--- src/frame_pkg.sv ---
`default_nettype none

package frame_pkg;

  // frame memory
  localparam int FIFO_ADDR_WIDTH = 5;
  localparam int FIFO_DEPTH      = 1 << FIFO_ADDR_WIDTH;

  // legal frame length in beats, check byte included
  localparam int MIN_FRAME_LEN = 2;
  localparam int MAX_FRAME_LEN = 16;
  localparam int LEN_WIDTH     = 5;  // checker length counter, saturates

  localparam int CNT_WIDTH = 16;  // statistics counters

  // fate of a frame, reported once per frame by the FIFO
  typedef enum logic [1:0] {
    EV_NONE     = 2'd0,
    EV_COMMIT   = 2'd1,
    EV_REJECT   = 2'd2,
    EV_OVERFLOW = 2'd3
  } frame_event_t;

endpackage

`default_nettype wire

--- src/axis_pkg.sv ---
`default_nettype none

package axis_pkg;

  // one byte per beat
  localparam int DATA_WIDTH = 8;

  typedef logic [DATA_WIDTH-1:0] data_t;

  // beat as held in the frame memory and the output register
  typedef struct packed {
    logic  last;
    data_t data;
  } beat_t;

endpackage

`default_nettype wire
--- src/axis_if.sv ---
`timescale 1ns/1ps
`default_nettype none

interface axis_if;

  axis_pkg::data_t tdata;
  logic            tvalid;
  logic            tready;
  logic            tlast;
  logic            tuser;  // frame bad, only meaningful with tlast

  modport source (
    output tdata,
    output tvalid,
    input  tready,
    output tlast,
    output tuser
  );

  modport sink (
    input  tdata,
    input  tvalid,
    output tready,
    input  tlast,
    input  tuser
  );

endinterface

`default_nettype wire

--- src/frame_rx_top.sv ---
`timescale 1ns/1ps
`default_nettype none

module frame_rx_top (
  input  logic                            clk,
  input  logic                            rst,
  input  axis_pkg::data_t                 in_tdata,
  input  logic                            in_tvalid,
  output logic                            in_tready,
  input  logic                            in_tlast,
  output axis_pkg::data_t                 out_tdata,
  output logic                            out_tvalid,
  input  logic                            out_tready,
  output logic                            out_tlast,
  output logic                            dropping,
  output logic [frame_pkg::CNT_WIDTH-1:0] good_frames,
  output logic [frame_pkg::CNT_WIDTH-1:0] bad_frames,
  output logic [frame_pkg::CNT_WIDTH-1:0] dropped_frames
);

  axis_if chk_s ();  // checked stream, tuser marks bad frames

  frame_pkg::frame_event_t frame_event;

  frame_checker u_checker (
    .clk       (clk),
    .rst       (rst),
    .in_tdata  (in_tdata),
    .in_tvalid (in_tvalid),
    .in_tready (in_tready),
    .in_tlast  (in_tlast),
    .out       (chk_s.source)
  );

  frame_fifo u_fifo (
    .clk         (clk),
    .rst         (rst),
    .in          (chk_s.sink),
    .out_tdata   (out_tdata),
    .out_tvalid  (out_tvalid),
    .out_tready  (out_tready),
    .out_tlast   (out_tlast),
    .dropping    (dropping),
    .frame_event (frame_event)
  );

  frame_stats u_stats (
    .clk            (clk),
    .rst            (rst),
    .frame_event    (frame_event),
    .good_frames    (good_frames),
    .bad_frames     (bad_frames),
    .dropped_frames (dropped_frames)
  );

endmodule

`default_nettype wire

--- src/frame_stats.sv ---
`timescale 1ns/1ps
`default_nettype none

module frame_stats (
  input  logic                             clk,
  input  logic                             rst,
  input  frame_pkg::frame_event_t          frame_event,
  output logic [frame_pkg::CNT_WIDTH-1:0]  good_frames,
  output logic [frame_pkg::CNT_WIDTH-1:0]  bad_frames,
  output logic [frame_pkg::CNT_WIDTH-1:0]  dropped_frames
);

  // count up on hit, hold at all ones
  function automatic logic [frame_pkg::CNT_WIDTH-1:0] bump(
    input logic [frame_pkg::CNT_WIDTH-1:0] cnt,
    input logic                            hit
  );
    if (hit && cnt != '1) begin
      bump = cnt + 1'b1;
    end else begin
      bump = cnt;
    end
  endfunction

  always_ff @(posedge clk) begin
    if (rst) begin
      good_frames    <= '0;
      bad_frames     <= '0;
      dropped_frames <= '0;
    end else begin
      good_frames    <= bump(good_frames, frame_event == frame_pkg::EV_COMMIT);
      bad_frames     <= bump(bad_frames, frame_event == frame_pkg::EV_REJECT);
      dropped_frames <= bump(dropped_frames, frame_event == frame_pkg::EV_OVERFLOW);
    end
  end

endmodule

`default_nettype wire

--- src/frame_fifo.sv ---
`timescale 1ns/1ps
`default_nettype none

module frame_fifo (
  input  logic                    clk,
  input  logic                    rst,
  axis_if.sink                    in,
  output axis_pkg::data_t         out_tdata,
  output logic                    out_tvalid,
  input  logic                    out_tready,
  output logic                    out_tlast,
  output logic                    dropping,
  output frame_pkg::frame_event_t frame_event
);

  // extra msb tells a full memory from an empty one
  typedef logic [frame_pkg::FIFO_ADDR_WIDTH:0]   ptr_t;
  typedef logic [frame_pkg::FIFO_ADDR_WIDTH-1:0] addr_t;

  axis_pkg::beat_t mem [frame_pkg::FIFO_DEPTH];
  axis_pkg::beat_t out_q;

  ptr_t wr_ptr;      // end of the last committed frame
  ptr_t wr_ptr_cur;  // speculative, inside the frame being written
  ptr_t rd_ptr;
  ptr_t rd_limit;    // committed pointer as seen by the read side

  logic                    out_valid_q;
  logic                    drop_q;
  logic                    mem_full;
  logic                    discard;
  logic                    wr_en;
  logic                    empty;
  logic                    rd_en;
  frame_pkg::frame_event_t event_q;

  // store-and-forward, never back-pressures the checker
  assign in.tready = 1'b1;

  assign mem_full = (wr_ptr_cur - rd_ptr) == ptr_t'(frame_pkg::FIFO_DEPTH);
  assign discard  = in.tvalid & (drop_q | mem_full);
  assign wr_en    = in.tvalid & ~drop_q & ~mem_full;

  // high for the whole overflowing frame, the first discarded beat included
  assign dropping = drop_q | discard;

  always_ff @(posedge clk) begin
    if (rst) begin
      wr_ptr     <= '0;
      wr_ptr_cur <= '0;
      drop_q     <= 1'b0;
      event_q    <= frame_pkg::EV_NONE;
    end else begin
      event_q <= frame_pkg::EV_NONE;
      if (discard) begin
        drop_q <= ~in.tlast;
        if (in.tlast) begin
          wr_ptr_cur <= wr_ptr;  // roll back the dropped frame
          event_q    <= frame_pkg::EV_OVERFLOW;
        end
      end else if (wr_en) begin
        wr_ptr_cur <= wr_ptr_cur + 1'b1;
        if (in.tlast) begin
          if (in.tuser) begin
            wr_ptr_cur <= wr_ptr;
            event_q    <= frame_pkg::EV_REJECT;
          end else begin
            wr_ptr  <= wr_ptr_cur + 1'b1;
            event_q <= frame_pkg::EV_COMMIT;
          end
        end
      end
    end
  end

  always_ff @(posedge clk) begin
    if (wr_en) begin
      mem[addr_t'(wr_ptr_cur)] <= '{last: in.tlast, data: in.tdata};
    end
  end

  // read side only sees whole committed frames
  assign empty = rd_limit == rd_ptr;
  assign rd_en = ~empty & (~out_valid_q | out_tready);

  always_ff @(posedge clk) begin
    if (rst) begin
      rd_ptr      <= '0;
      rd_limit    <= '0;
      out_valid_q <= 1'b0;
    end else begin
      rd_limit <= wr_ptr;
      if (rd_en) begin
        rd_ptr      <= rd_ptr + 1'b1;
        out_valid_q <= 1'b1;
      end else if (out_tready) begin
        out_valid_q <= 1'b0;
      end
    end
  end

  always_ff @(posedge clk) begin
    if (rd_en) begin
      out_q <= mem[addr_t'(rd_ptr)];
    end
  end

  assign out_tdata   = out_q.data;
  assign out_tlast   = out_q.last;
  assign out_tvalid  = out_valid_q;
  assign frame_event = event_q;

endmodule

`default_nettype wire

--- src/frame_checker.sv ---
`timescale 1ns/1ps
`default_nettype none

module frame_checker (
  input  logic            clk,
  input  logic            rst,
  input  axis_pkg::data_t in_tdata,
  input  logic            in_tvalid,
  output logic            in_tready,
  input  logic            in_tlast,
  axis_if.source          out
);

  typedef logic [frame_pkg::LEN_WIDTH-1:0] len_t;

  axis_pkg::data_t data_q;
  logic            valid_q;
  logic            last_q;
  logic            bad_q;
  axis_pkg::data_t xor_q;  // xor of earlier bytes in this frame
  len_t            cnt_q;  // beats already seen in this frame
  len_t            len;    // length counting the current beat
  logic            accept;
  logic            len_bad;
  logic            sum_bad;

  // one-entry stage, free when empty or being drained
  assign in_tready = ~valid_q | out.tready;
  assign accept    = in_tvalid & in_tready;

  // saturate so that long frames stay above the limit
  assign len = (cnt_q == '1) ? cnt_q : cnt_q + 1'b1;

  assign len_bad = (len < len_t'(frame_pkg::MIN_FRAME_LEN)) |
                   (len > len_t'(frame_pkg::MAX_FRAME_LEN));
  assign sum_bad = in_tdata != xor_q;  // last byte must equal xor of the rest

  always_ff @(posedge clk) begin
    if (rst) begin
      valid_q <= 1'b0;
      cnt_q   <= '0;
      xor_q   <= '0;
    end else if (accept) begin
      valid_q <= 1'b1;
      if (in_tlast) begin
        cnt_q <= '0;  // next beat starts a new frame
        xor_q <= '0;
      end else begin
        cnt_q <= len;
        xor_q <= xor_q ^ in_tdata;
      end
    end else if (out.tready) begin
      valid_q <= 1'b0;
    end
  end

  always_ff @(posedge clk) begin
    if (accept) begin
      data_q <= in_tdata;
      last_q <= in_tlast;
      bad_q  <= in_tlast & (sum_bad | len_bad);
    end
  end

  assign out.tdata  = data_q;
  assign out.tvalid = valid_q;
  assign out.tlast  = last_q;
  assign out.tuser  = bad_q;

endmodule

`default_nettype wire

--- config.mk ---
export PLATFORM = sky130hd
export DESIGN_NAME = frame_rx_top
export DESIGN_NICKNAME = d
export VERILOG_FILES = /design/src/frame_pkg.sv /design/src/axis_pkg.sv /design/src/axis_if.sv /design/src/frame_rx_top.sv /design/src/frame_stats.sv /design/src/frame_fifo.sv /design/src/frame_checker.sv
export SDC_FILE = /design/constraint.sdc
export NUM_CORES = 1
export LEC_CHECK = 0
export BUFFER_PORTS_ARGS = -buffer_cell sky130_fd_sc_hd__clkbuf_2
export CORE_MARGIN = 5
export CORE_UTILIZATION = 50
export DETAILED_ROUTE_END_ITERATION = 10
export GPL_ROUTABILITY_DRIVEN = 0
export PLACE_DENSITY = 0.67
export SYNTH_ARGS = -nofsm -noshare
export SYNTH_HDL_FRONTEND = slang
export SYNTH_SLANG_ARGS = --single-unit
--- constraint.sdc ---
create_clock -name clk -period 5.9 [get_ports clk]
set_clock_uncertainty 0.15 [all_clocks]
set_input_delay 0.59 -clock clk [delete_from_list [all_inputs] [get_ports clk]]
set_output_delay 0.59 -clock clk [all_outputs]
set_load 0.02 [all_outputs]
# Word-level counts from Yosys, hierarchy flattened
# Memory sizes are Yosys's and may differ from the RTL's. A register that Yosys moved wholly into a read port is not among the register bits.
# Index checks and enable logic that the tools add are counted.
dict set report word_totals {
  ff_bits 100
  wordCells 79
  memories 1
  in_bits 13
  out_inout_bits 60
  mem_bits_rw 288
}
dict set report classes {
  bitwise 17
  eq_ne 11
  add_sub_neg 7
  n_lt_le_gt_ge 2
  n_reduce_logical 7
  n_mux 18
}
# name words width read_ports rd_ports_with_merged_regs wr line
set mem_list {}
lappend mem_list {u_fifo.mem 32 9 1 1 1 frame_fifo.sv:20} ;# axis_pkg::beat_t mem [frame_pkg::FIFO_DEPTH];
# op count
set op_table {}
lappend op_table {{$add 16x1->16 const B} 3}
lappend op_table {{$ne 16x16->1 const B} 3}
lappend op_table {{$mux 6} 5}
lappend op_table {{$add 6x1->6 const B} 2}
lappend op_table {{$mux 2} 5}
lappend op_table {{$mux 5} 2}
lappend op_table {{$mux 8} 1}
lappend op_table {{$ne 8x8->1} 1}
lappend op_table {{$xor 8x8->8} 1}
lappend op_table {{$eq 6x6->1} 1}
lappend op_table {{$eq 6x6->1 const B} 1}
lappend op_table {{$not 1->1} 6}
lappend op_table {{$sub 6x6->6} 1}
lappend op_table {{$add 5x1->5 const B} 1}
lappend op_table {{$and 1x1->1} 5}
lappend op_table {{$eq 5x5->1 const B} 1}
lappend op_table {{$gt 5x5->1 const B} 1}
lappend op_table {{$lt 5x2->1 const B} 1}
lappend op_table {{$mux 1} 5}
lappend op_table {{$or 1x1->1} 5}
lappend op_table {{$eq 2x2->1 const B} 2}
lappend op_table {{$reduce_bool 2->1} 2}
lappend op_table {{$logic_and 1x1->1} 3}
lappend op_table {{$reduce_and 3->1} 1}
lappend op_table {{other kinds (3)} 3}

# Depth between registers and ports, before layout
dict set report depth {
  word_depth 6
  ltp_mapped 12
  mapped_depth_nobuf 9
}

# Hierarchy
# Synthesis repeated with hierarchy kept, for this count alone.
dict set report unflattened {
  hier_cells 1079
  area_unflattened_um2 16623.4
}
# module n_inst seq_area_each_um2 cells_each area_per_inst_um2
set modules_own_cells {}
lappend modules_own_cells {frame_fifo 1 9479.1 668 13013.7}
lappend modules_own_cells {frame_stats 1 960.9 304 2543.7}
lappend modules_own_cells {frame_checker 1 580.6 107 1066.0}

# Worst setup path after synthesis
# Ideal clock, no wire load.
dict set report synth_path {
  kind {reg2reg}
  startpoint {register u_fifo.rd_ptr[1]}
  endpoint {memory u_fifo.mem[24][0] in the netlist's numbering, enable pin}
  t_arrival_ps 3134
  n_path_buf 3
  synth_period_minus_slack_ps 3671
  setup_time_ps 387
  required_ps 5363
  path_slack_ps 2229
  stages_incl_launch_ff 12
  cell_sequence {dfxtp_1 > buf_1 > clkbuf_1 > inv_1 > ha_1 > nor2b_1 > o21ai_2 > mux2i_1 > a41o_1 > and2_1 > clkbuf_1 > nor3_1}
}
dict set report synth_via {
  elab_chain_len 6
}
# element line
set synth_rtl {}
lappend synth_rtl {{start: declaration} frame_fifo.sv:25} ;# ptr_t rd_ptr;
lappend synth_rtl {{start signal: assignment} frame_fifo.sv:94} ;# rd_ptr <= rd_ptr + 1'b1;
lappend synth_rtl {{$sub 6x6->6} frame_fifo.sv:40} ;# assign mem_full = (wr_ptr_cur - rd_ptr) == ptr_t'(frame_pkg::FIFO_DEPTH);
lappend synth_rtl {{$eq 6x6->1} frame_fifo.sv:40}
lappend synth_rtl {{$not 1->1} frame_fifo.sv:42} ;# assign wr_en = in.tvalid & ~drop_q & ~mem_full;
lappend synth_rtl {{$and 1x1->1} frame_fifo.sv:42}
lappend synth_rtl {{$mux 1} frame_fifo.sv:77} ;# if (wr_en) begin
lappend synth_rtl {{$mux 1 (implied by the code)} frame_fifo.sv:78} ;# mem[addr_t'(wr_ptr_cur)] <= '{last: in.tlast, data: in.tdata};
lappend synth_rtl {{end: declaration} frame_fifo.sv:20}
# Every way passes these cells.

# Worst setup path after layout
dict set report layout_path {
  startpoint {register u_fifo.rd_ptr[4]}
  endpoint {output port dropping}
}
dict set report layout_via {
  elab_chain_len 5
}
# element line
set layout_rtl {}
lappend layout_rtl {{$sub 6x6->6} frame_fifo.sv:40}
lappend layout_rtl {{$eq 6x6->1} frame_fifo.sv:40}
lappend layout_rtl {{$or 1x1->1} frame_fifo.sv:41} ;# assign discard = in.tvalid & (drop_q | mem_full);
lappend layout_rtl {{$and 1x1->1} frame_fifo.sv:41}
lappend layout_rtl {{$or 1x1->1} frame_fifo.sv:45} ;# assign dropping = drop_q | discard;
lappend layout_rtl {{end: declaration} frame_rx_top.sv:15} ;# output logic dropping,
# Every way passes these cells.

==> impl_metrics.tcl <==
set metrics [dict create \
    status "completed" \
    place_area_mm2 0.0169 \
    synth_fp_nets 1045 \
    cts_resized 0 \
    syn_avg_cell_area_um2 15.9 \
    grt_pass1_vias 8864 \
    end_kind "primary output" \
    antenna_cells 0 \
    min_period_ns 4.41 \
    drv_cap 0 \
    place_ws_ns 1.84 \
    arrival_ns 3.67 \
    antenna_found_initial 0 \
    mostFrequentLayoutCell "edfxtp_1" \
    min-delay-start "in_tdata[5]" \
    worstSetupStartpointType "flop" \
    track_usage 0.196 \
    slowest_delay_ns 0.85 \
    cts_buffer_depth 3 \
    die-area_mm2 0.0360 \
    clock_sinks 397 \
    timing.fmax_mhz 227 \
    seq_area_frac_synth 0.683 \
    hpwl_um 21900 \
    grt_setup_unrepaired "false" \
    synthFlopType "edfxtp_1" \
    power_density_mw_per_mm2 363 \
    yosysWarnings 0 \
    io_pins 73 \
    drc 0 \
    drv_slew 0 \
    wl_per_cell_um 22.7 \
    grt_max_degree 77 \
    worstPathMaxFanout 22 \
    overflow 0 \
    viasPerCell 5.91 \
    synth-seq-cells 397 \
    critPathKind "reg -> out" \
    fp.coreArea_mm2 0.0317 \
    async_flop_share 0 \
    finalInstanceArea_mm2 0.0183 \
    r2r-start "u_fifo.rd_ptr[4]$_SDFFE_PP0P_" \
    power_mw 6.65 \
    cts_hold_buf 0 \
    combPwrFrac 0.120 \
    io_buffers 71 \
    synth-edff-count 307 \
    cp_slowest_cell "and2_1" \
    critical_path.cell_chain "inv_1 -> ha_1 -> xnor2_1 -> nand2b_1 -> mux2i_1 -> a41o_1 -> and2_1 -> a21o_1 -> clkbuf_2" \
    clock_latency_ns 0.54 \
    rows 65 \
    clockPowerShare 0.404 \
    drive_gt1_frac 0.225 \
    die_h_um 190 \
    hp-class "in -> reg" \
    cts_setup_buffers 0 \
    leakage_nw 6.11 \
    setup_slack_ns 1.49 \
    clkTransAtPathRegs_ns 0.06 \
    cpLargestDelayFamily "simple AND/OR/NAND/NOR gates" \
    finalSetupTns_ns 0 \
    synth_area_mm2 0.0161 \
    ant_nets 0 \
    num-nets-final 1129 \
    synth_cell_types 58 \
    finalHoldViolCount 0 \
    firstDrtPassIters 5 \
    slew_headroom 0.145 \
    clock-root-buffer "clkbuf_16" \
    drt_wl_total_um 35000 \
    crit_buf_inv 2 \
    startpoint "u_fifo.rd_ptr[4]$_SDFFE_PP0P_" \
    start_util 0.509 \
    area_growth_syn_to_layout_pct 13.6 \
    synthCells 1018 \
    peakVddDrop_mv 0.221 \
    post-route-util 0.578 \
    required_ns 5.16 \
    intPower_mw 5.07 \
    die_w_um 190 \
    tightest_slew_ns 1.27 \
    p_sw_mw 1.58 \
    numCtsBuffers 42 \
    final_cell_mix "edfxtp_1 (307), mux4_2 (90), nor2_1 (89), dfxtp_1 (88), clkbuf_2 (70)" \
    sw_frac_of_total 0.238 \
    h-tree-depth 2 \
    drt_iter0_drc 871 \
    grt_pass1_wl_um 54100 \
    finalCritPeriodShare 0.748 \
    cts_tree "built" \
    setup_violations 0 \
    vias 9083 \
    pwr-share-seq 0.477 \
]
-- per-layer routing --
layer  track usage  wire, um  up-vias
met2         0.296     15800      404
li1              -         -     4070
met3        0.0374      2950       70
met1         0.297     15400     4539
met4        0.0479       817        0
met5             0         0        -
-- registers in the layout, indices dropped and copies added, names as in the netlist --
signal and flops:
u_checker.cnt_q 5, u_checker.out.tuser 1, u_stats.bad_frames 16, u_fifo.frame_event 2
u_fifo.wr_ptr_cur 6, u_checker.xor_q 8, u_checker.out.tdata 8, u_fifo.mem 288
u_fifo.out_tdata 8, u_fifo.out_tvalid 1, u_fifo.out_tlast 1, u_fifo.wr_ptr 6
u_checker.out.tlast 1, u_stats.dropped_frames 16, u_fifo.rd_ptr 6, u_checker.out.tvalid 1
u_stats.good_frames 16, u_fifo.rd_limit 6, u_fifo.drop_q 1
-- worst reg2reg max path, stage by stage (launching register included) --
cell and delay (ns):
dfxtp_1 0.55, inv_1 0.27, ha_1 0.40, xnor2_1 0.14
nand2b_1 0.07, mux2i_1 0.07, a41o_1 0.29, and2_1 0.53
nor3_1 1.16
-- path summary, 6_finish.rpt --
path / to / slack [ns] / cells past startpoint
worst max-delay path: dropping / 1.49 / 9
worst min-delay path: u_checker.out.tdata[5]$_DFFE_PP_ / 0.15 / 1
worst max register to register: u_fifo.mem[20][1]$_DFFE_PP_ / 1.89 / 8
worst min register to register: u_fifo.rd_limit[5]$_SDFF_PP0_ / 0.32 / 2
-- metrics by stage --
step	cells	hold WS [ns]
6_report	1537	0.146
2_1_floorplan	1018	0.281
5_1_grt	1537	0.142
3_3_place_gp	1460	0.291
3_5_place_dp	1460	0.309
4_1_cts	1537	0.133
-- layout make-up --
class                   count  area, um2
clock buffers              49       1090
clock inverters            28        329
fillers                  2471      13400
inverters                  17       63.8
multi-input cells         558       4860
flip-flops and latches    397      11000
well taps                 402        503
repair buffers             86        468
-- Yosys cell counts, types with 5 or more instances --
| library cell | number | share of area |
|---|---|---|
| a211oi_1 | 5 | 0.0023 |
| a21oi_1 | 21 | 0.0065 |
| and2_1 | 15 | 0.0058 |
| and3_1 | 10 | 0.0039 |
| and4_1 | 5 | 0.0027 |
| buf_1 | 5 | 0.0012 |
| buf_2 | 7 | 0.0022 |
| clkbuf_1 | 32 | 0.0074 |
| dfxtp_1 | 90 | 0.11 |
| edfxtp_1 | 307 | 0.57 |
| ha_1 | 14 | 0.011 |
| inv_1 | 17 | 0.0040 |
| mux2i_1 | 7 | 0.0043 |
| mux4_2 | 90 | 0.13 |
| nand2_1 | 69 | 0.016 |
| nand2b_1 | 7 | 0.0027 |
| nand3_1 | 29 | 0.0090 |
| nand4_1 | 17 | 0.0066 |
| nor2_1 | 89 | 0.021 |
| nor2b_1 | 15 | 0.0058 |
| nor3_1 | 18 | 0.0056 |
| o21ai_0 | 23 | 0.0071 |
| or3_1 | 9 | 0.0035 |
| xnor2_1 | 32 | 0.017 |
| xor2_1 | 32 | 0.017 |
-- power by group through the flow --
stage               sequential, mW  clock (mW)  combinational (mW)
finish                        3.17        2.68               0.798
global route                  3.18        2.86               0.853
CTS                           3.17        2.73               0.803
detailed placement            3.23           0               0.802
global placement              3.23           0               0.794
floorplan                     3.24           0               0.531
-- cells by family (layout without fill, tap and decap cells) --
family          Yosys count  after routing  share of synthesized area
compound gates           81             81                     0.0324
xor+xnor                 64             64                     0.0347
fa+ha+maj                14             14                     0.0109
buf+inv                  63            180                     0.0159
flops                   397            397                      0.683
mux                     103            103                      0.136
other cells               1              1                   0.000232
simple gates            295            295                     0.0874
Note: power is estimated with default switching activity, not from simulation.
